<file path="config.mk">
export PLATFORM = sky130hd
export DESIGN_NAME = lc3_core
export DESIGN_NICKNAME = d
export VERILOG_FILES = /design/src/hw/lc3_pkg.sv /design/src/hw/lc3_addr_unit.sv /design/src/hw/lc3_core.sv /design/src/hw/lc3_operate_unit.sv /design/src/hw/lc3_regfile.sv /design/src/hw/lc3_sequencer.sv
export VERILOG_INCLUDE_DIRS = /design/src /design/src/include
export SDC_FILE = /design/constraint.sdc
export NUM_CORES = 1
export LEC_CHECK = 0
export BUFFER_PORTS_ARGS = -buffer_cell sky130_fd_sc_hd__buf_2
export CAP_MARGIN = 20
export CORE_MARGIN = 8
export CORE_UTILIZATION = 35
export CTS_CLUSTER_SIZE = 12
export DETAILED_ROUTE_END_ITERATION = 8
export PLACE_DENSITY_LB_ADDON = 0.3
export SLEW_MARGIN = 30
export SYNTH_ARGS = -nofsm -noshare
export SYNTH_HDL_FRONTEND = slang
export SYNTH_SLANG_ARGS = --single-unit
</file>
<file path="constraint.sdc">
create_clock -name clk -period 8.85 [get_ports clk]
set_input_delay 0.4425 -clock clk [delete_from_list [all_inputs] [get_ports clk]]
set_output_delay 0.4425 -clock clk [all_outputs]
set_load 0.01 [all_outputs]
</file>
<file path="src/include/lc3_settings.svh">
// LC-3 core settings
// word width, register file size, reset vector and field sizes
// shared by the package, the RTL and the bench

`ifndef LC3_SETTINGS_SVH
`define LC3_SETTINGS_SVH

// data and address width
`define LC3_WORD_W      16

// general registers and the width of a register number
`define LC3_REG_N       8
`define LC3_REG_IDX_W   3

// opcode field width
`define LC3_OPCODE_W    4

// first fetch address and return-address register
`define LC3_PC_RESET    16'h3000
`define LC3_LINK_REG    7

`endif
</file>
<file path="src/hw/lc3_pkg.sv">
// LC-3 shared types
// words, register numbers, opcodes, the instruction word views
// and the writeback and memory request buses

`include "lc3_settings.svh"

package lc3_pkg;

    typedef logic [`LC3_WORD_W-1:0]    word_t;
    typedef logic [`LC3_REG_IDX_W-1:0] reg_idx_t;

    // full LC-3 opcode map, unsupported ones run as no-op
    typedef enum logic [`LC3_OPCODE_W-1:0] {
        OP_BR   = 4'b0000,
        OP_ADD  = 4'b0001,
        OP_LD   = 4'b0010,
        OP_ST   = 4'b0011,
        OP_JSR  = 4'b0100,
        OP_AND  = 4'b0101,
        OP_LDR  = 4'b0110,
        OP_STR  = 4'b0111,
        OP_RTI  = 4'b1000,
        OP_NOT  = 4'b1001,
        OP_LDI  = 4'b1010,
        OP_STI  = 4'b1011,
        OP_JMP  = 4'b1100,
        OP_RES  = 4'b1101,
        OP_LEA  = 4'b1110,
        OP_TRAP = 4'b1111
    } opcode_e;

    ////////////////////////////////////////
    // instruction formats
    ////////////////////////////////////////

    // add/and/not: operand2 is imm5, or 2'b00 + sr2
    typedef struct packed {
        opcode_e     opcode;
        reg_idx_t    dr;
        reg_idx_t    sr1;
        logic        imm;
        logic [4:0]  operand2;
    } op_view_t;

    // br, ld, st, lea: dr/sr or n/z/p mask in bits 11:9
    typedef struct packed {
        opcode_e     opcode;
        logic [2:0]  reg_nzp;
        logic [8:0]  offset9;
    } pcrel_view_t;

    // ldr, str, jmp, jsrr
    typedef struct packed {
        opcode_e     opcode;
        reg_idx_t    reg_ds;
        reg_idx_t    base;
        logic [5:0]  offset6;
    } base_view_t;

    // jsr when long is set, jsrr otherwise
    typedef struct packed {
        opcode_e     opcode;
        logic        long_flag;
        logic [10:0] offset11;
    } jsr_view_t;

    typedef union packed {
        op_view_t    op;
        pcrel_view_t pcrel;
        base_view_t  base;
        jsr_view_t   jsr;
    } instr_u;

    ////////////////////////////////////////
    // buses
    ////////////////////////////////////////

    typedef struct packed {
        logic n;
        logic z;
        logic p;
    } nzp_t;

    // register writeback
    typedef struct packed {
        logic     en;
        reg_idx_t idx;
        word_t    data;
    } wb_t;

    // memory port, address latched on every edge with we low
    typedef struct packed {
        logic  we;
        word_t addr;
        word_t wdata;
    } mem_req_t;

endpackage

</file>
<file path="src/hw/lc3_addr_unit.sv">
// LC-3 address unit
// program counter, effective address for loads, stores and LEA,
// and the target of BR, JMP/RET, JSR and JSRR

`include "lc3_settings.svh"

module lc3_addr_unit (
    input  logic            clk,
    input  logic            rst_n,
    input  lc3_pkg::instr_u ir,
    input  lc3_pkg::word_t  val_a,
    input  logic            pc_inc,
    input  logic            pc_load,
    output lc3_pkg::word_t  pc,
    output lc3_pkg::word_t  eff_addr,
    output lc3_pkg::word_t  jump_target
);

    lc3_pkg::word_t pc_off9;
    lc3_pkg::word_t pc_off11;
    lc3_pkg::word_t base_off6;

    ////////////////////////////////////////
    // offset adders
    ////////////////////////////////////////

    // pc is already incremented by the time ir is valid
    assign pc_off9   = pc + lc3_pkg::word_t'($signed(ir.pcrel.offset9));
    assign pc_off11  = pc + lc3_pkg::word_t'($signed(ir.jsr.offset11));
    // val_a carries the base register
    assign base_off6 = val_a + lc3_pkg::word_t'($signed(ir.base.offset6));

    // effective address
    always_comb begin
        case (ir.base.opcode)
            lc3_pkg::OP_LDR,
            lc3_pkg::OP_STR: eff_addr = base_off6;
            // ld, st, lea
            default:         eff_addr = pc_off9;
        endcase
    end

    // jump target
    always_comb begin
        case (ir.jsr.opcode)
            lc3_pkg::OP_JMP: jump_target = val_a;
            lc3_pkg::OP_JSR: begin
                // jsr vs jsrr
                jump_target = ir.jsr.long_flag ? pc_off11 : val_a;
            end
            // br
            default:         jump_target = pc_off9;
        endcase
    end

    ////////////////////////////////////////
    // program counter
    ////////////////////////////////////////

    always_ff @(posedge clk) begin
        if (!rst_n) begin
            pc <= lc3_pkg::word_t'(`LC3_PC_RESET);
        end else if (pc_load) begin
            pc <= jump_target;
        end else if (pc_inc) begin
            pc <= pc + 1'b1;
        end
    end

endmodule

</file>
<file path="src/hw/lc3_core.sv">
// LC-3 core top level
// register file, operate unit, address unit and sequencer
// on one synchronous memory port

module lc3_core (
    input  logic              clk,
    input  logic              rst_n,
    output lc3_pkg::mem_req_t mem_req,
    input  lc3_pkg::word_t    mem_rdata
);

    lc3_pkg::instr_u   ir;
    lc3_pkg::reg_idx_t rd_a;
    lc3_pkg::reg_idx_t rd_b;
    lc3_pkg::word_t    val_a;
    lc3_pkg::word_t    val_b;
    lc3_pkg::wb_t      wb;
    lc3_pkg::word_t    alu_result;
    logic              branch_taken;
    lc3_pkg::word_t    pc;
    lc3_pkg::word_t    eff_addr;
    logic              pc_inc;
    logic              pc_load;

    ////////////////////////////////////////
    // datapath
    ////////////////////////////////////////

    lc3_regfile u_regfile (
        .clk   (clk),
        .rst_n (rst_n),
        .rd_a  (rd_a),
        .rd_b  (rd_b),
        .wb    (wb),
        .val_a (val_a),
        .val_b (val_b)
    );

    lc3_operate_unit u_operate (
        .clk          (clk),
        .rst_n        (rst_n),
        .ir           (ir),
        .val_a        (val_a),
        .val_b        (val_b),
        .wb           (wb),
        .alu_result   (alu_result),
        .branch_taken (branch_taken)
    );

    // jump target is consumed inside the address unit
    lc3_addr_unit u_addr (
        .clk         (clk),
        .rst_n       (rst_n),
        .ir          (ir),
        .val_a       (val_a),
        .pc_inc      (pc_inc),
        .pc_load     (pc_load),
        .pc          (pc),
        .eff_addr    (eff_addr),
        .jump_target ()
    );

    // control
    lc3_sequencer u_seq (
        .clk          (clk),
        .rst_n        (rst_n),
        .mem_rdata    (mem_rdata),
        .alu_result   (alu_result),
        .branch_taken (branch_taken),
        .pc           (pc),
        .eff_addr     (eff_addr),
        .ir           (ir),
        .rd_a         (rd_a),
        .rd_b         (rd_b),
        .val_b        (val_b),
        .wb           (wb),
        .pc_inc       (pc_inc),
        .pc_load      (pc_load),
        .mem_req      (mem_req)
    );

endmodule

</file>
<file path="src/hw/lc3_operate_unit.sv">
// LC-3 operate unit
// add/and/not datapath, the N/Z/P condition register
// and the branch test against the BR mask

module lc3_operate_unit (
    input  logic            clk,
    input  logic            rst_n,
    input  lc3_pkg::instr_u ir,
    input  lc3_pkg::word_t  val_a,
    input  lc3_pkg::word_t  val_b,
    input  lc3_pkg::wb_t    wb,
    output lc3_pkg::word_t  alu_result,
    output logic            branch_taken
);

    lc3_pkg::word_t operand2;
    lc3_pkg::nzp_t  flags;
    lc3_pkg::nzp_t  flags_nxt;

    ////////////////////////////////////////
    // alu
    ////////////////////////////////////////

    // imm5 sign-extended to a full word
    assign operand2 = ir.op.imm ? lc3_pkg::word_t'($signed(ir.op.operand2)) : val_b;

    always_comb begin
        case (ir.op.opcode)
            lc3_pkg::OP_ADD: alu_result = val_a + operand2;
            lc3_pkg::OP_AND: alu_result = val_a & operand2;
            lc3_pkg::OP_NOT: alu_result = ~val_a;
            // pass sr1 through
            default:         alu_result = val_a;
        endcase
    end

    ////////////////////////////////////////
    // condition codes
    ////////////////////////////////////////

    // derived from whatever word goes to the register file
    assign flags_nxt.n = wb.data[$bits(lc3_pkg::word_t)-1];
    assign flags_nxt.z = (wb.data == '0);
    assign flags_nxt.p = !flags_nxt.n && !flags_nxt.z;

    always_ff @(posedge clk) begin
        if (!rst_n) begin
            // z set out of reset
            flags <= '{n: 1'b0, z: 1'b1, p: 1'b0};
        end else if (wb.en) begin
            flags <= flags_nxt;
        end
    end

    // mask bit order n,z,p matches the flag struct
    assign branch_taken = |(ir.pcrel.reg_nzp & flags);

endmodule

</file>
<file path="src/hw/lc3_regfile.sv">
// LC-3 register file
// eight general registers, two combinational read ports
// and one synchronous write port fed by the writeback bus

`include "lc3_settings.svh"

module lc3_regfile (
    input  logic              clk,
    input  logic              rst_n,
    input  lc3_pkg::reg_idx_t rd_a,
    input  lc3_pkg::reg_idx_t rd_b,
    input  lc3_pkg::wb_t      wb,
    output lc3_pkg::word_t    val_a,
    output lc3_pkg::word_t    val_b
);

    // register storage
    lc3_pkg::word_t regs [`LC3_REG_N];

    ////////////////////////////////////////
    // write port
    ////////////////////////////////////////

    always_ff @(posedge clk) begin
        if (!rst_n) begin
            // all registers come up zero
            for (int i = 0; i < `LC3_REG_N; i++) begin
                regs[i] <= '0;
            end
        end else if (wb.en) begin
            regs[wb.idx] <= wb.data;
        end
    end

    ////////////////////////////////////////
    // read ports
    ////////////////////////////////////////

    // no bypass, a write shows up the cycle after
    assign val_a = regs[rd_a];
    assign val_b = regs[rd_b];

endmodule

</file>
<file path="src/hw/lc3_sequencer.sv">
// LC-3 sequencer
// multicycle FSM and instruction register, merges operate
// and address unit results into writeback, PC control and the
// memory request

`include "lc3_settings.svh"

module lc3_sequencer (
    input  logic               clk,
    input  logic               rst_n,
    input  lc3_pkg::word_t     mem_rdata,
    input  lc3_pkg::word_t     alu_result,
    input  logic               branch_taken,
    input  lc3_pkg::word_t     pc,
    input  lc3_pkg::word_t     eff_addr,
    output lc3_pkg::instr_u    ir,
    output lc3_pkg::reg_idx_t  rd_a,
    output lc3_pkg::reg_idx_t  rd_b,
    input  lc3_pkg::word_t     val_b,
    output lc3_pkg::wb_t       wb,
    output logic               pc_inc,
    output logic               pc_load,
    output lc3_pkg::mem_req_t  mem_req
);

    typedef enum logic [2:0] {
        S_FETCH,
        S_CAPTURE,
        S_EXECUTE,
        S_WAIT,
        S_LOAD,
        S_STORE
    } state_e;

    state_e           state;
    state_e           state_nxt;
    lc3_pkg::opcode_e opcode;
    logic             is_alu;
    logic             is_load;
    logic             is_store;
    logic             is_jump;

    ////////////////////////////////////////
    // decode
    ////////////////////////////////////////

    assign opcode   = ir.op.opcode;
    assign is_alu   = (opcode == lc3_pkg::OP_ADD) || (opcode == lc3_pkg::OP_AND) ||
                      (opcode == lc3_pkg::OP_NOT);
    assign is_load  = (opcode == lc3_pkg::OP_LD) || (opcode == lc3_pkg::OP_LDR);
    assign is_store = (opcode == lc3_pkg::OP_ST) || (opcode == lc3_pkg::OP_STR);
    // unconditional transfers
    assign is_jump  = (opcode == lc3_pkg::OP_JMP) || (opcode == lc3_pkg::OP_JSR);

    // port a is sr1 or base, same bits in every format
    assign rd_a = ir.base.base;
    // port b is sr2, or the store source
    assign rd_b = is_store ? ir.base.reg_ds : ir.op.operand2[2:0];

    ////////////////////////////////////////
    // state machine
    ////////////////////////////////////////

    always_comb begin
        case (state)
            S_FETCH:   state_nxt = S_CAPTURE;
            S_CAPTURE: state_nxt = S_EXECUTE;
            S_EXECUTE: begin
                if (is_load) begin
                    state_nxt = S_WAIT;
                end else if (is_store) begin
                    state_nxt = S_STORE;
                end else begin
                    state_nxt = S_FETCH;
                end
            end
            S_WAIT:    state_nxt = S_LOAD;
            default:   state_nxt = S_FETCH;
        endcase
    end

    always_ff @(posedge clk) begin
        if (!rst_n) begin
            state <= S_FETCH;
        end else begin
            state <= state_nxt;
        end
    end

    // fetched word is on mem_rdata during capture
    always_ff @(posedge clk) begin
        if (state == S_CAPTURE) begin
            ir <= mem_rdata;
        end
    end

    ////////////////////////////////////////
    // writeback
    ////////////////////////////////////////

    always_comb begin
        wb = '0;
        if (state == S_EXECUTE) begin
            if (is_alu) begin
                wb.en   = 1'b1;
                wb.idx  = ir.op.dr;
                wb.data = alu_result;
            end else if (opcode == lc3_pkg::OP_LEA) begin
                wb.en   = 1'b1;
                wb.idx  = ir.op.dr;
                wb.data = eff_addr;
            end else if (opcode == lc3_pkg::OP_JSR) begin
                // return address, pc already points past the jsr
                wb.en   = 1'b1;
                wb.idx  = lc3_pkg::reg_idx_t'(`LC3_LINK_REG);
                wb.data = pc;
            end
        end else if (state == S_LOAD) begin
            wb.en   = 1'b1;
            wb.idx  = ir.op.dr;
            wb.data = mem_rdata;
        end
    end

    ////////////////////////////////////////
    // pc control and memory request
    ////////////////////////////////////////

    assign pc_inc  = (state == S_FETCH);
    assign pc_load = (state == S_EXECUTE) &&
                     (is_jump || ((opcode == lc3_pkg::OP_BR) && branch_taken));

    // ea held through wait so the read is repeated for load
    assign mem_req.addr  = ((state == S_FETCH) || (state == S_CAPTURE)) ? pc : eff_addr;
    assign mem_req.we    = (state == S_STORE);
    assign mem_req.wdata = val_b;

endmodule

</file>
==> impl_metrics.prom, run 1 <==
# TYPE chip_impl_metric gauge
chip_impl_metric{name="final_nets",unit=""} 1364
chip_impl_info{name="cts_tree",value="done"} 1
chip_impl_metric{name="setup_violations",unit=""} 0
chip_impl_metric{name="global_route_wire_length_before_repair",unit="µm"} 62900
chip_impl_metric{name="drt_first_iter_violations",unit=""} 1144
chip_impl_metric{name="worstMarginPinSlew",unit="ns"} 1.02
chip_impl_metric{name="post-route-period-util",unit="%"} 75.4
chip_impl_metric{name="ratio_of_cells_with_drive_above_1_in_the_final_layout",unit="%"} 16.9
chip_impl_metric{name="worst-endpoint-arrival",unit="ns"} 6.98
chip_impl_metric{name="timing_hold_violations_final",unit=""} 0
chip_impl_metric{name="cts_buffer_depth",unit=""} 2
chip_impl_metric{name="routed_wire_length_per_instance",unit="µm"} 23.7
chip_impl_metric{name="grt_max_degree",unit=""} 33
chip_impl_metric{name="chipHeight",unit="µm"} 206
chip_impl_metric{name="drt_drc_violations_left",unit=""} 0
chip_impl_metric{name="critical_path.max_fanout",unit=""} 32
chip_impl_metric{name="die_w",unit="µm"} 206
chip_impl_metric{name="postCtsResizedCells",unit=""} 0
chip_impl_metric{name="place.gp.congestion",unit=""} 0.897
chip_impl_metric{name="grtUsageTotal",unit="%"} 19.6
chip_impl_metric{name="p_leak",unit="nW"} 4.99
chip_impl_metric{name="postSynthCellCount",unit=""} 1279
chip_impl_metric{name="hold_fix_buffers_cts",unit=""} 0
chip_impl_metric{name="fp.dieArea",unit="µm²"} 42300
chip_impl_info{name="worstSetupPathType",value="flip-flop to flip-flop"} 1
chip_impl_metric{name="dr.pass1.iters",unit=""} 5
chip_impl_info{name="layout.cells.most_common",value="sky130_fd_sc_hd__nor2_1"} 1
chip_impl_metric{name="avgViaCountPerCell",unit=""} 6.04
chip_impl_metric{name="worstRegToRegCells",unit=""} 17
chip_impl_metric{name="cts_max_level",unit=""} 4
chip_impl_metric{name="hold_depth",unit=""} 1
chip_impl_metric{name="dp_cell_count",unit=""} 1730
chip_impl_info{name="postSynth.topFlopCell",value="sky130_fd_sc_hd__edfxtp_1"} 1
chip_impl_metric{name="r2r_slack",unit="ns"} 2.18
chip_impl_metric{name="postRouteAntennaNets",unit=""} 0
chip_impl_info{name="worst_setup_path_end_kind",value="flip-flop"} 1
chip_impl_info{name="grt_setup_unrepaired",value="false"} 1
chip_impl_metric{name="postSynthRegisterBits",unit=""} 169
chip_impl_metric{name="antennaDiodeCount",unit=""} 0
chip_impl_metric{name="syn_avg_cell_area",unit="µm²"} 9.83
chip_impl_metric{name="setup_ws",unit="ns"} 2.18
chip_impl_metric{name="post-route-min-period",unit="ns"} 6.67
chip_impl_info{name="hold_path.class",value="input port to flip-flop"} 1
chip_impl_metric{name="grt_overflow_total",unit=""} 0
chip_impl_metric{name="dp_worst_setup_slack",unit="ns"} 2.31
chip_impl_metric{name="starting_density_of_the_core",unit="%"} 35.4
chip_impl_metric{name="worst_slew_margin_rel",unit="%"} 32.0
chip_impl_metric{name="final_worst_clock_skew",unit="ns"} 0.0189
chip_impl_metric{name="first_global_vias",unit=""} 10110
chip_impl_metric{name="tritoncts_num_sinks",unit=""} 169
chip_impl_metric{name="core",unit="µm²"} 35500
chip_impl_metric{name="finalCoreUtilization",unit="%"} 39.0
chip_impl_metric{name="total_negative_setup_slack",unit="ns"} 0
chip_impl_metric{name="antenna_found_initial",unit=""} 0
chip_impl_info{name="timing.rr.end",value="u_operate.flags[0]"} 1
chip_impl_info{name="end_point_of_the_most_critical_hold_path",value="u_seq.ir[14]"} 1
chip_impl_metric{name="postSynthNetCount",unit=""} 1353
chip_impl_metric{name="crit_required",unit="ns"} 9.16
chip_impl_metric{name="clock_latency",unit="ns"} 0.44
chip_impl_metric{name="final-max-slew-violation-count",unit=""} 0
chip_impl_metric{name="num_vias",unit=""} 10654
chip_impl_metric{name="distinct_cell_type_count_after_synthesis",unit=""} 87
chip_impl_info{name="final_cell_mix",value="sky130_fd_sc_hd__nor2_1 (256), sky130_fd_sc_hd__edfxtp_1 (144), sky130_fd_sc_hd__nand2_1 (93)"} 1
chip_impl_info{name="crit-reg2reg-launch",value="u_seq.ir[15]"} 1
chip_impl_metric{name="postRouteWirelength",unit="µm"} 41800
chip_impl_metric{name="pin_count",unit=""} 51
chip_impl_metric{name="syn_to_final_growth",unit="%"} 10.0
chip_impl_metric{name="synth-async-reset-ratio",unit="%"} 0
chip_impl_metric{name="clk_pin_slew_worst_paths",unit="ns"} 0.08
chip_impl_metric{name="cts_setup_buffers",unit=""} 0
chip_impl_metric{name="power_density",unit="nW/µm²"} 190
chip_impl_info{name="min_from",value="mem_rdata[14]"} 1
chip_impl_metric{name="syn_area",unit="µm²"} 12600
chip_impl_metric{name="drv.max_cap_violation_count",unit=""} 0
chip_impl_info{name="worstSetupStartpointType",value="flip-flop"} 1
chip_impl_metric{name="cts_made_buffers",unit=""} 17
chip_impl_metric{name="highest_clock_frequency_the_design_can_meet",unit="MHz"} 150
chip_impl_metric{name="ys.warnings.count",unit=""} 0
chip_impl_metric{name="final_cell_count_no_fill",unit=""} 1764
chip_impl_metric{name="dp_hpwl",unit="µm"} 29800
chip_impl_metric{name="fp-row-count",unit=""} 69
chip_impl_info{name="status",value="finished clean"} 1
chip_impl_metric{name="seq_area_frac_synth",unit="%"} 38.4
chip_impl_metric{name="number_of_enable_flip_flop_cells_after_synthesis",unit=""} 144
chip_impl_info{name="clock-root-buffer",value="sky130_fd_sc_hd__clkbuf_16"} 1
chip_impl_metric{name="port_buffers",unit=""} 50
chip_impl_metric{name="worst_case_vdd_ir_drop",unit="mV"} 0.115
[state kept, by name (all words and copies together) (netlist names), named ones only]
register         flops
u_regfile.regs     128
u_operate.flags      3
u_seq.ir            16
u_seq.state          3
u_addr.pc           16
[cell usage after synthesis, types with 19 or more instances]
cell / instances / area [µm²]
sky130_fd_sc_hd__clkbuf_1: 50 / 188
sky130_fd_sc_hd__mux2i_1: 24 / 240
sky130_fd_sc_hd__nand3_1: 29 / 145
sky130_fd_sc_hd__a21oi_1: 75 / 375
sky130_fd_sc_hd__xnor2_1: 19 / 166
sky130_fd_sc_hd__dfxtp_1: 25 / 500
sky130_fd_sc_hd__ha_1: 53 / 663
sky130_fd_sc_hd__mux2_2: 29 / 327
sky130_fd_sc_hd__nor2_1: 256 / 961
sky130_fd_sc_hd__mux4_2: 56 / 1260
sky130_fd_sc_hd__nor3_1: 28 / 140
sky130_fd_sc_hd__nor2b_1: 20 / 125
sky130_fd_sc_hd__o21ai_0: 62 / 310
sky130_fd_sc_hd__a211oi_1: 19 / 143
sky130_fd_sc_hd__edfxtp_1: 144 / 4320
sky130_fd_sc_hd__nand2_1: 101 / 379
sky130_fd_sc_hd__inv_1: 27 / 101
[worst max path at each step]
stage / startpoint / slack [ns] / cells after the start / endpoint
2_1_floorplan: u_seq.ir[15] / 3.62 / 20 / u_operate.flags[0]
3_3_place_gp: u_seq.ir[15] / 2.46 / 19 / u_operate.flags[0]
3_5_place_dp: u_seq.ir[15] / 2.31 / 19 / u_operate.flags[0]
4_1_cts: u_seq.ir[15] / 2.26 / 19 / u_operate.flags[0]
5_1_grt: u_seq.ir[15] / 1.70 / 19 / u_operate.flags[0]
6_report: u_seq.ir[15] / 2.18 / 17 / u_operate.flags[0]
[stage by stage]
step                      hold slack (ns)  area (µm²)  total power [W]
after floorplan                     0.443       12600          0.00163
after global placement              0.463       13200          0.00188
after detailed placement            0.463       13200          0.00188
after CTS                           0.186       13800          0.00263
after global routing                0.190       13800          0.00277
final                               0.205       13800          0.00264
[power by group]
group / internal, W / leakage (nW) / total (W) / switching [W]
Clock: 0.000377 / 0.275 / 0.000750 / 0.000373
Combinational: 0.000371 / 3.04 / 0.000912 / 0.000541
Sequential: 0.000905 / 1.68 / 0.000975 / 0.0000698
[cell type report]
cell class                 instances  area (µm²)
fill                            3478       21600
multi-input combinational       1006        7350
tap                              461         577
sequential                       169        4830
clock buffer                      17         425
inverter                          28         105
timing repair buffer              68         393
clock inverter                    15         158
[cells by family (layout without fill, tap and decap cells)]
group | Yosys count | in the layout | synth area share [%]
DFF | 169 | 169 | 38.4
AOI/OAI and AO/OA | 286 | 286 | 15.3
muxes | 117 | 117 | 16.2
xor gates and xnor gates | 34 | 34 | 2.37
and+or+nand+nor | 513 | 513 | 18.3
buffers and inverters | 104 | 128 | 3.72
adders and majority gates | 56 | 56 | 5.75
[routing by layer]
metal  up-vias  GRT usage (%)  part of all wire, %
met5         -              0                    0
met4         0           6.92                  2.9
met3        84           2.19                  8.7
met2       569           31.8                   46
met1      5149           26.9                   42
li1       4852              -                    -
[worst max-delay path: stages (launching register included)]
cell	delay, ns
sky130_fd_sc_hd__edfxtp_1	0.90
sky130_fd_sc_hd__nor2b_1	0.21
sky130_fd_sc_hd__nand2_1	0.33
sky130_fd_sc_hd__mux2i_4	0.27
sky130_fd_sc_hd__buf_4	0.56
sky130_fd_sc_hd__mux4_2	0.58
sky130_fd_sc_hd__mux2_2	0.31
sky130_fd_sc_hd__mux2_2	0.28
sky130_fd_sc_hd__ha_1	0.36
sky130_fd_sc_hd__o21ai_0	0.20
sky130_fd_sc_hd__o21ai_0	0.46
sky130_fd_sc_hd__o21ai_0	0.17
sky130_fd_sc_hd__o2bb2ai_1	0.15
sky130_fd_sc_hd__o21ai_1	0.66
sky130_fd_sc_hd__and4b_1	0.30
sky130_fd_sc_hd__and4_1	0.25
sky130_fd_sc_hd__nand4_1	0.16
sky130_fd_sc_hd__o311a_1	0.38
No activity file was read; power rests on OpenSTA's default activity.
==> inputs of run 2 (changes only) <==
--- a/config.mk
+++ b/config.mk
@@ -6,6 +6,7 @@
 export SDC_FILE = /design/constraint.sdc
 export NUM_CORES = 1
 export LEC_CHECK = 0
+export ABC_AREA = 1
 export BUFFER_PORTS_ARGS = -buffer_cell sky130_fd_sc_hd__buf_2
 export CAP_MARGIN = 20
 export CORE_MARGIN = 8
==> constraint.sdc (replaced) <==
create_clock -name clk -period 6.82 [get_ports clk]
set_input_delay 0.341 -clock clk [delete_from_list [all_inputs] [get_ports clk]]
set_output_delay 0.341 -clock clk [all_outputs]
set_load 0.01 [all_outputs]
==> run 2 against run 1 <==
- maximum frequency up 20%
- critical endpoint is now u_regfile.regs[4][11]
- clock-buffer cell count unchanged
- clock power up 33%
- largest cell class unchanged
==> impl_metrics.prom, run 2 <==
# TYPE chip_impl_metric gauge
chip_impl_info{name="clock-root-buffer",value="sky130_fd_sc_hd__clkbuf_16"} 1
chip_impl_metric{name="worst_case_vdd_ir_drop",unit="mV"} 0.193
chip_impl_metric{name="postRouteAntennaNets",unit=""} 0
chip_impl_metric{name="postSynthNetCount",unit=""} 2075
chip_impl_info{name="grt.busiest_layer",value="met2"} 1
chip_impl_metric{name="drt_first_iter_violations",unit=""} 1698
chip_impl_metric{name="syn_avg_cell_area",unit="µm²"} 6.83
chip_impl_info{name="critical_path.slowest_cell",value="sky130_fd_sc_hd__edfxtp_1"} 1
chip_impl_metric{name="crit_required",unit="ns"} 6.99
chip_impl_metric{name="grt.met1_usage",unit="%"} 28.9
chip_impl_metric{name="layout.area.seq",unit="µm²"} 4830
chip_impl_info{name="worstSetupStartpoint",value="u_seq.ir[13]"} 1
chip_impl_metric{name="clk_pin_slew_worst_paths",unit="ns"} 0.08
chip_impl_metric{name="number_of_enable_flip_flop_cells_after_synthesis",unit=""} 144
chip_impl_metric{name="final_worst_clock_skew",unit="ns"} 0.0155
chip_impl_metric{name="distinct_cell_type_count_after_synthesis",unit=""} 63
chip_impl_metric{name="worst-endpoint-arrival",unit="ns"} 5.72
chip_impl_metric{name="first_global_vias",unit=""} 12973
chip_impl_metric{name="num-fill-cells",unit=""} 4116
chip_impl_metric{name="r2r_slack",unit="ns"} 1.27
chip_impl_metric{name="drt_drc_violations_left",unit=""} 0
chip_impl_metric{name="met3_usage",unit="%"} 2.92
chip_impl_info{name="layout.cells.most_common",value="sky130_fd_sc_hd__nand2_1"} 1
chip_impl_metric{name="final-max-slew-violation-count",unit=""} 0
chip_impl_metric{name="chipHeight",unit="µm"} 214
chip_impl_metric{name="dr.pass1.iters",unit=""} 6
chip_impl_metric{name="p_leak",unit="nW"} 6.57
chip_impl_metric{name="total_negative_setup_slack",unit="ns"} 0
chip_impl_info{name="final_cell_mix",value="sky130_fd_sc_hd__nand2_1 (571), sky130_fd_sc_hd__nor2_1 (245), sky130_fd_sc_hd__inv_1 (225), sky130_fd_sc_hd__nand3_1 (225), sky130_fd_sc_hd__edfxtp_1 (144)"} 1
chip_impl_info{name="worstSetupStartpointType",value="flip-flop"} 1
chip_impl_metric{name="post-route-min-period",unit="ns"} 5.55
chip_impl_info{name="crit-reg2reg-launch",value="u_seq.ir[13]"} 1
chip_impl_metric{name="cts_buffer_depth",unit=""} 2
chip_impl_metric{name="cts_setup_buffers",unit=""} 0
chip_impl_metric{name="drv.max_cap_violation_count",unit=""} 0
chip_impl_metric{name="seq_area_frac_synth",unit="%"} 35.3
chip_impl_info{name="worstSetupPathType",value="flip-flop to flip-flop"} 1
chip_impl_metric{name="die_w",unit="µm"} 214
chip_impl_metric{name="pin_count",unit=""} 51
chip_impl_metric{name="global_route_wire_length_before_repair",unit="µm"} 77500
chip_impl_info{name="status",value="finished clean"} 1
chip_impl_metric{name="port_buffers",unit=""} 50
chip_impl_info{name="ys_top_cells_by_area",value="sky130_fd_sc_hd__edfxtp_1 (32%), sky130_fd_sc_hd__nand2_1 (16%), sky130_fd_sc_hd__nand3_1 (8.2%)"} 1
chip_impl_info{name="netlist_top_cells_count",value="sky130_fd_sc_hd__nand2_1 (578), sky130_fd_sc_hd__nor2_1 (246), sky130_fd_sc_hd__inv_1 (225), sky130_fd_sc_hd__nand3_1 (225), sky130_fd_sc_hd__edfxtp_1 (144)"} 1
chip_impl_metric{name="ys.warnings.count",unit=""} 0
chip_impl_metric{name="highest_clock_frequency_the_design_can_meet",unit="MHz"} 180
chip_impl_metric{name="starting_density_of_the_core",unit="%"} 35.4
chip_impl_info{name="registers.top_by_ff_count",value="u_regfile.regs"} 1
chip_impl_metric{name="multi_input_comb_area",unit="µm²"} 7510
chip_impl_metric{name="postCtsResizedCells",unit=""} 0
chip_impl_metric{name="global_route.usage.met2",unit="%"} 37.6
chip_impl_metric{name="critical_path.max_fanout",unit=""} 38
chip_impl_metric{name="setup_violations",unit=""} 0
chip_impl_info{name="postSynth.topFlopCell",value="sky130_fd_sc_hd__edfxtp_1"} 1
chip_impl_metric{name="dp_hpwl",unit="µm"} 38200
chip_impl_metric{name="postRouteWirelength",unit="µm"} 52400
chip_impl_metric{name="antennaDiodeCount",unit=""} 0
chip_impl_metric{name="postSynthRegisterBits",unit=""} 169
chip_impl_metric{name="num_vias",unit=""} 14005
chip_impl_info{name="timing.rr.end",value="u_regfile.regs[4][11]"} 1
chip_impl_metric{name="worstRegToRegCells",unit=""} 25
chip_impl_metric{name="place.gp.congestion",unit=""} 0.994
chip_impl_metric{name="yosysTopAreaCellShare",unit="%"} 31.6
chip_impl_info{name="hold_path.class",value="input port to flip-flop"} 1
chip_impl_info{name="critPathMostFrequentCell",value="sky130_fd_sc_hd__nand2_1"} 1
chip_impl_metric{name="cts_made_buffers",unit=""} 17
chip_impl_info{name="synthMostInstantiatedCell",value="sky130_fd_sc_hd__nand2_1"} 1
chip_impl_metric{name="hold_fix_buffers_cts",unit=""} 0
chip_impl_metric{name="syn_to_final_growth",unit="%"} 8.80
chip_impl_metric{name="worst_slew_margin_rel",unit="%"} 33.4
chip_impl_metric{name="post-route-period-util",unit="%"} 81.3
chip_impl_metric{name="grt_max_degree",unit=""} 49
chip_impl_metric{name="ratio_of_cells_with_drive_above_1_in_the_final_layout",unit="%"} 9.01
chip_impl_info{name="crit_path_end",value="u_regfile.regs[4][11]"} 1
chip_impl_info{name="cts_tree",value="done"} 1
chip_impl_metric{name="timing_hold_violations_final",unit=""} 0
chip_impl_metric{name="fin_total_pwr",unit="W"} 0.00404
chip_impl_metric{name="synth-async-reset-ratio",unit="%"} 0
chip_impl_metric{name="cts_max_level",unit=""} 4
chip_impl_metric{name="critical-path-max-stage-delay",unit="ns"} 0.68
chip_impl_info{name="synth_top_area_cell",value="sky130_fd_sc_hd__edfxtp_1"} 1
chip_impl_metric{name="clock_latency",unit="ns"} 0.45
chip_impl_metric{name="power_density",unit="nW/µm²"} 271
chip_impl_metric{name="worstMarginPinSlew",unit="ns"} 0.996
chip_impl_metric{name="final_nets",unit=""} 2083
chip_impl_info{name="worst_setup_path_end_kind",value="flip-flop"} 1
chip_impl_metric{name="fp-row-count",unit=""} 72
chip_impl_metric{name="grtUsageTotal",unit="%"} 22.5
chip_impl_metric{name="fp.dieArea",unit="µm²"} 45700
chip_impl_metric{name="number_of_flip_flops_in_the_largest_register",unit=""} 128
chip_impl_metric{name="avgViaCountPerCell",unit=""} 5.52
chip_impl_info{name="grt_setup_unrepaired",value="false"} 1
chip_impl_metric{name="postSynthCellCount",unit=""} 2001
chip_impl_metric{name="syn_area",unit="µm²"} 13700
chip_impl_metric{name="routed_wire_length_per_instance",unit="µm"} 20.7
chip_impl_info{name="biggest_regs",value="u_regfile.regs (128), u_addr.pc (16), u_seq.ir (16)"} 1
chip_impl_metric{name="antenna_found_initial",unit=""} 1
chip_impl_metric{name="grt_overflow_total",unit=""} 0
chip_impl_metric{name="tritoncts_num_sinks",unit=""} 169
chip_impl_metric{name="core",unit="µm²"} 38600
run 2: cell count changes in the layout (fill, tap and decap cells not counted), sizes merged, moves of 17 or more:
cell    before  now
mux4        64    0
nand2      101  588
nor2b       20    0
inv         33  251
mux2        29    0
mux2i       24    0
xnor2       19    2
a211oi      20    3
a21oi       75  130
o21ai       66  122
nand3       29  234
run 2: power breakdown:
part	total, W	switching, W	internal, W
clock	0.00100	0.000455	0.000547
combinational	0.00179	0.00126	0.000532
sequential	0.00125	0.0000660	0.00118
total	0.00404	0.00178	0.00226
run 2: metal layers:
| layer | wire length, µm | share of wire (%) |
|---|---|---|
| met1 | 21900 | 42 |
| met2 | 24500 | 47 |
| met3 | 3970 | 7.6 |
| met4 | 2090 | 4.0 |
| met5 | 0 | 0 |
run 2: stage by stage:
| step | instance area (µm²) | hold slack, ns | utilization (%) | cells | setup WS [ns] |
|---|---|---|---|---|---|
| 2_1_floorplan | 13700 | 0.440 | - | 2001 | 2.66 |
| 3_3_place_gp | 14300 | 0.458 | 36.9 | 2508 | 1.52 |
| 3_5_place_dp | 14300 | 0.465 | 37.0 | 2508 | 1.44 |
| 4_1_cts | 14900 | 0.0718 | 38.5 | 2539 | 1.42 |
| 5_1_grt | 14900 | 0.0792 | 38.5 | 2539 | 0.754 |
| 6_report | 14900 | 0.0862 | 38.5 | 2539 | 1.27 |
run 2: cells by family (layout without fill, tap and decap cells):
family	Yosys count	in the layout	synth area share [%]
AOI/OAI and AO/OA	316	316	13.6
xor gates and xnor gates	12	12	0.769
adders and majority gates	56	56	5.29
buffers and inverters	325	345	10.0
DFF	169	169	35.3
and+or+nand+nor	1123	1123	35.0
run 2: how the worst min path moves through the flow:
stage / start / endpoint / cells after the start
3_3_place_gp: u_operate.flags[0] / u_operate.flags[0] / 2
3_5_place_dp: u_operate.flags[0] / u_operate.flags[0] / 2
4_1_cts: mem_rdata[8] / u_seq.ir[8] / 1
5_1_grt: mem_rdata[8] / u_seq.ir[8] / 1
6_report: mem_rdata[8] / u_seq.ir[8] / 1
2_1_floorplan: mem_rdata[0] / u_seq.ir[0] / 0
run 2: final cells by class:
cell class | count | share of cell area (%)
clock buffers | 17 | 2.86
clock inverters | 14 | 1.11
inverters | 250 | 6.37
multi-input cells | 1507 | 50.5
flip-flops and latches | 169 | 32.4
well taps | 518 | 4.36
repair buffers | 64 | 2.39
run 2: critical path, delay by kind of cell, from the launching register on:
kind,cells,cell delay (ns)
fa+ha+maj,1,0.38
buf+inv,6,1.39
compound gates,4,1.05
simple gates,14,1.70
flops,1,0.68
==> inputs of run 3 (changes only) <==
==> constraint.sdc (replaced) <==
create_clock -name clk -period 4.8 [get_ports clk]
set_input_delay 0.24 -clock clk [delete_from_list [all_inputs] [get_ports clk]]
set_output_delay 0.24 -clock clk [all_outputs]
set_load 0.01 [all_outputs]
==> run 3 against run 2 <==
- maximum frequency increased by 21%
- clock skew increased by 0.014 ns
- sequential share of layout area decreased by 0.78 points
- largest cell class unchanged
- die area unchanged
- largest power group unchanged
- clock power increased by 40%
- critical path type unchanged
==> impl_metrics.prom, run 3 (synthesis results as in run 2) <==
# TYPE chip_impl_metric gauge
chip_impl_info{name="worstSetupPathType",value="flip-flop to flip-flop"} 1
chip_impl_metric{name="drt_first_iter_violations",unit=""} 1509
chip_impl_metric{name="crit_required",unit="ns"} 4.99
chip_impl_metric{name="global_route_wire_length_before_repair",unit="µm"} 79400
chip_impl_metric{name="ratio_of_cells_with_drive_above_1_in_the_final_layout",unit="%"} 10.6
chip_impl_metric{name="place.gp.congestion",unit=""} 0.954
chip_impl_metric{name="avgViaCountPerCell",unit=""} 5.43
chip_impl_metric{name="routed_wire_length_per_instance",unit="µm"} 20.3
chip_impl_metric{name="hold_depth",unit=""} 1
chip_impl_metric{name="highest_clock_frequency_the_design_can_meet",unit="MHz"} 218
chip_impl_metric{name="core",unit="µm²"} 38600
chip_impl_metric{name="final-max-slew-violation-count",unit=""} 0
chip_impl_metric{name="antennaDiodeCount",unit=""} 0
chip_impl_info{name="worstSetupStartpointType",value="flip-flop"} 1
chip_impl_metric{name="setup_violations",unit=""} 0
chip_impl_metric{name="grtUsageTotal",unit="%"} 23.0
chip_impl_metric{name="post-route-period-util",unit="%"} 95.8
chip_impl_metric{name="fin_hold_ws",unit="ns"} 0.0125
chip_impl_metric{name="worst_slew_margin_rel",unit="%"} 34.4
chip_impl_metric{name="final_nets",unit=""} 2126
chip_impl_metric{name="worst-endpoint-arrival",unit="ns"} 4.79
chip_impl_info{name="hold_path.class",value="input port to flip-flop"} 1
chip_impl_metric{name="syn_to_final_growth",unit="%"} 11.5
chip_impl_metric{name="chipHeight",unit="µm"} 214
chip_impl_metric{name="num_vias",unit=""} 14015
chip_impl_metric{name="die_w",unit="µm"} 214
chip_impl_metric{name="dp_hpwl",unit="µm"} 38900
chip_impl_metric{name="cts_max_level",unit=""} 4
chip_impl_metric{name="pin_count",unit=""} 51
chip_impl_metric{name="fp.dieArea",unit="µm²"} 45700
chip_impl_info{name="final_cell_mix",value="sky130_fd_sc_hd__nand2_1 (575), sky130_fd_sc_hd__nor2_1 (244), sky130_fd_sc_hd__inv_1 (225), sky130_fd_sc_hd__nand3_1 (225), sky130_fd_sc_hd__edfxtp_1 (144)"} 1
chip_impl_metric{name="number_of_flip_flops_in_the_largest_register",unit=""} 128
chip_impl_metric{name="r2r_slack",unit="ns"} 0.20
chip_impl_metric{name="post-route-min-period",unit="ns"} 4.60
chip_impl_metric{name="final_worst_clock_skew",unit="ns"} 0.0294
chip_impl_metric{name="grt_max_degree",unit=""} 63
chip_impl_metric{name="worstRegToRegCells",unit=""} 26
chip_impl_info{name="timing.rr.end",value="u_regfile.regs[7][10]"} 1
chip_impl_metric{name="postRouteWirelength",unit="µm"} 52500
chip_impl_metric{name="dr.pass1.iters",unit=""} 6
chip_impl_info{name="min_from",value="mem_rdata[12]"} 1
chip_impl_metric{name="drv.max_cap_violation_count",unit=""} 0
chip_impl_metric{name="fp-row-count",unit=""} 72
chip_impl_metric{name="worstMarginPinSlew",unit="ns"} 0.982
chip_impl_info{name="cts_tree",value="done"} 1
chip_impl_metric{name="clock_latency",unit="ns"} 0.48
chip_impl_info{name="worst_setup_path_end_kind",value="flip-flop"} 1
chip_impl_metric{name="timing_hold_violations_final",unit=""} 0
chip_impl_metric{name="starting_density_of_the_core",unit="%"} 35.4
chip_impl_info{name="status",value="finished clean"} 1
chip_impl_metric{name="setup_ws",unit="ns"} 0.204
chip_impl_info{name="end_point_of_the_most_critical_hold_path",value="u_seq.ir[12]"} 1
chip_impl_metric{name="port_buffers",unit=""} 50
chip_impl_metric{name="first_global_vias",unit=""} 13433
chip_impl_info{name="crit-reg2reg-launch",value="u_seq.ir[15]"} 1
chip_impl_info{name="registers.top_by_ff_count",value="u_regfile.regs"} 1
chip_impl_info{name="clock-root-buffer",value="sky130_fd_sc_hd__clkbuf_16"} 1
chip_impl_metric{name="postRouteAntennaNets",unit=""} 0
chip_impl_metric{name="power_density",unit="nW/µm²"} 380
chip_impl_metric{name="tritoncts_num_sinks",unit=""} 169
chip_impl_metric{name="worst_case_vdd_ir_drop",unit="mV"} 0.372
chip_impl_metric{name="dp_worst_setup_slack",unit="ns"} 0.180
chip_impl_metric{name="num-fill-cells",unit=""} 4141
chip_impl_info{name="layout.cells.most_common",value="sky130_fd_sc_hd__nand2_1"} 1
chip_impl_metric{name="clk_pin_slew_worst_paths",unit="ns"} 0.08
chip_impl_metric{name="cts_buffer_depth",unit=""} 2
chip_impl_metric{name="p_leak",unit="nW"} 6.79
chip_impl_metric{name="drt_drc_violations_left",unit=""} 0
chip_impl_metric{name="critical_path.max_fanout",unit=""} 10
chip_impl_metric{name="antenna_found_initial",unit=""} 0
chip_impl_metric{name="cts_made_buffers",unit=""} 17
chip_impl_info{name="biggest_regs",value="u_regfile.regs (128), u_addr.pc (16), u_seq.ir (16)"} 1
chip_impl_metric{name="grt_overflow_total",unit=""} 0
## run 3: per-layer routing
layer  share of wire (%)  up-vias  GRT usage (%)
li1                    -     6692              -
met1                  42     6585           30.1
met2                  47      633           37.9
met3                 7.4      105           2.91
met4                 3.8        0           9.71
met5                   0        -              0
## run 3: area by class of cell
class | count | area [µm²] | area share, %
multi-input combinational | 1507 | 7520 | 49.3
timing repair buffer | 107 | 729 | 4.78
clock inverter | 15 | 149 | 0.977
inverter | 250 | 948 | 6.22
sequential | 169 | 4830 | 31.7
tap | 518 | 648 | 4.25
clock buffer | 17 | 425 | 2.79
## run 3: timing repair
item	in CTS	in global routing
endpoints found under the hold margin	4	2
gates resized for setup	0	9
hold buffers	4	2
setup buffers	0	3
endpoints found under the setup margin	0	28
## run 3: worst max path at each step
stage | start | endpoint | cells past startpoint
final | u_seq.ir[15] | u_regfile.regs[7][10] | 26
after CTS | u_seq.ir[15] | u_operate.flags[0] | 30
after detailed placement | u_seq.ir[15] | u_operate.flags[0] | 30
after global routing | u_seq.ir[15] | u_regfile.regs[5][14] | 29
after floorplan | u_seq.ir[15] | u_operate.flags[0] | 31
after global placement | u_seq.ir[15] | u_operate.flags[0] | 30
## run 3: power by group
part / internal (W) / total (W) / switching (W)
logic: 0.000815 / 0.00263 / 0.00182
clock network: 0.000692 / 0.00140 / 0.000706
registers: 0.00168 / 0.00177 / 0.0000925
total: 0.00318 / 0.00580 / 0.00261
## run 3: through the flow
stage / instance area (µm²) / instances / TNS [ns] / util, % / total power (W)
after detailed placement: 14500 / 2542 / 0 / 37.6 / 0.00435
after global placement: 14500 / 2542 / 0 / 37.6 / 0.00434
after global routing: 15200 / 2583 / -0.00347 / 39.4 / 0.00613
after CTS: 15100 / 2578 / 0 / 39.2 / 0.00574
final: 15200 / 2583 / 0 / 39.4 / 0.00580
after floorplan: 13700 / 2001 / 0 / - / 0.00352
## run 3: critical path, cell delays in order (launching register included)
cell                       delay (ns)
sky130_fd_sc_hd__edfxtp_1        0.45
sky130_fd_sc_hd__inv_2           0.09
sky130_fd_sc_hd__nand2_1         0.07
sky130_fd_sc_hd__nor2_2          0.11
sky130_fd_sc_hd__inv_1           0.12
sky130_fd_sc_hd__nand2_1         0.09
sky130_fd_sc_hd__o21ai_2         0.07
sky130_fd_sc_hd__inv_1           0.44
sky130_fd_sc_hd__buf_4           0.25
sky130_fd_sc_hd__a221oi_1        0.06
sky130_fd_sc_hd__or2_1           0.32
sky130_fd_sc_hd__o21ai_1         0.16
sky130_fd_sc_hd__inv_1           0.08
sky130_fd_sc_hd__ha_1            0.38
sky130_fd_sc_hd__inv_1           0.08
sky130_fd_sc_hd__o21ai_0         0.28
sky130_fd_sc_hd__nor2_1          0.12
sky130_fd_sc_hd__nand3_1         0.16
sky130_fd_sc_hd__nand2_1         0.08
sky130_fd_sc_hd__nand2_1         0.07
sky130_fd_sc_hd__o21ai_1         0.08
sky130_fd_sc_hd__inv_1           0.06
sky130_fd_sc_hd__nand3_1         0.13
sky130_fd_sc_hd__nand2_1         0.10
sky130_fd_sc_hd__nand2_1         0.13
sky130_fd_sc_hd__inv_1           0.26
sky130_fd_sc_hd__nor2_1          0.07
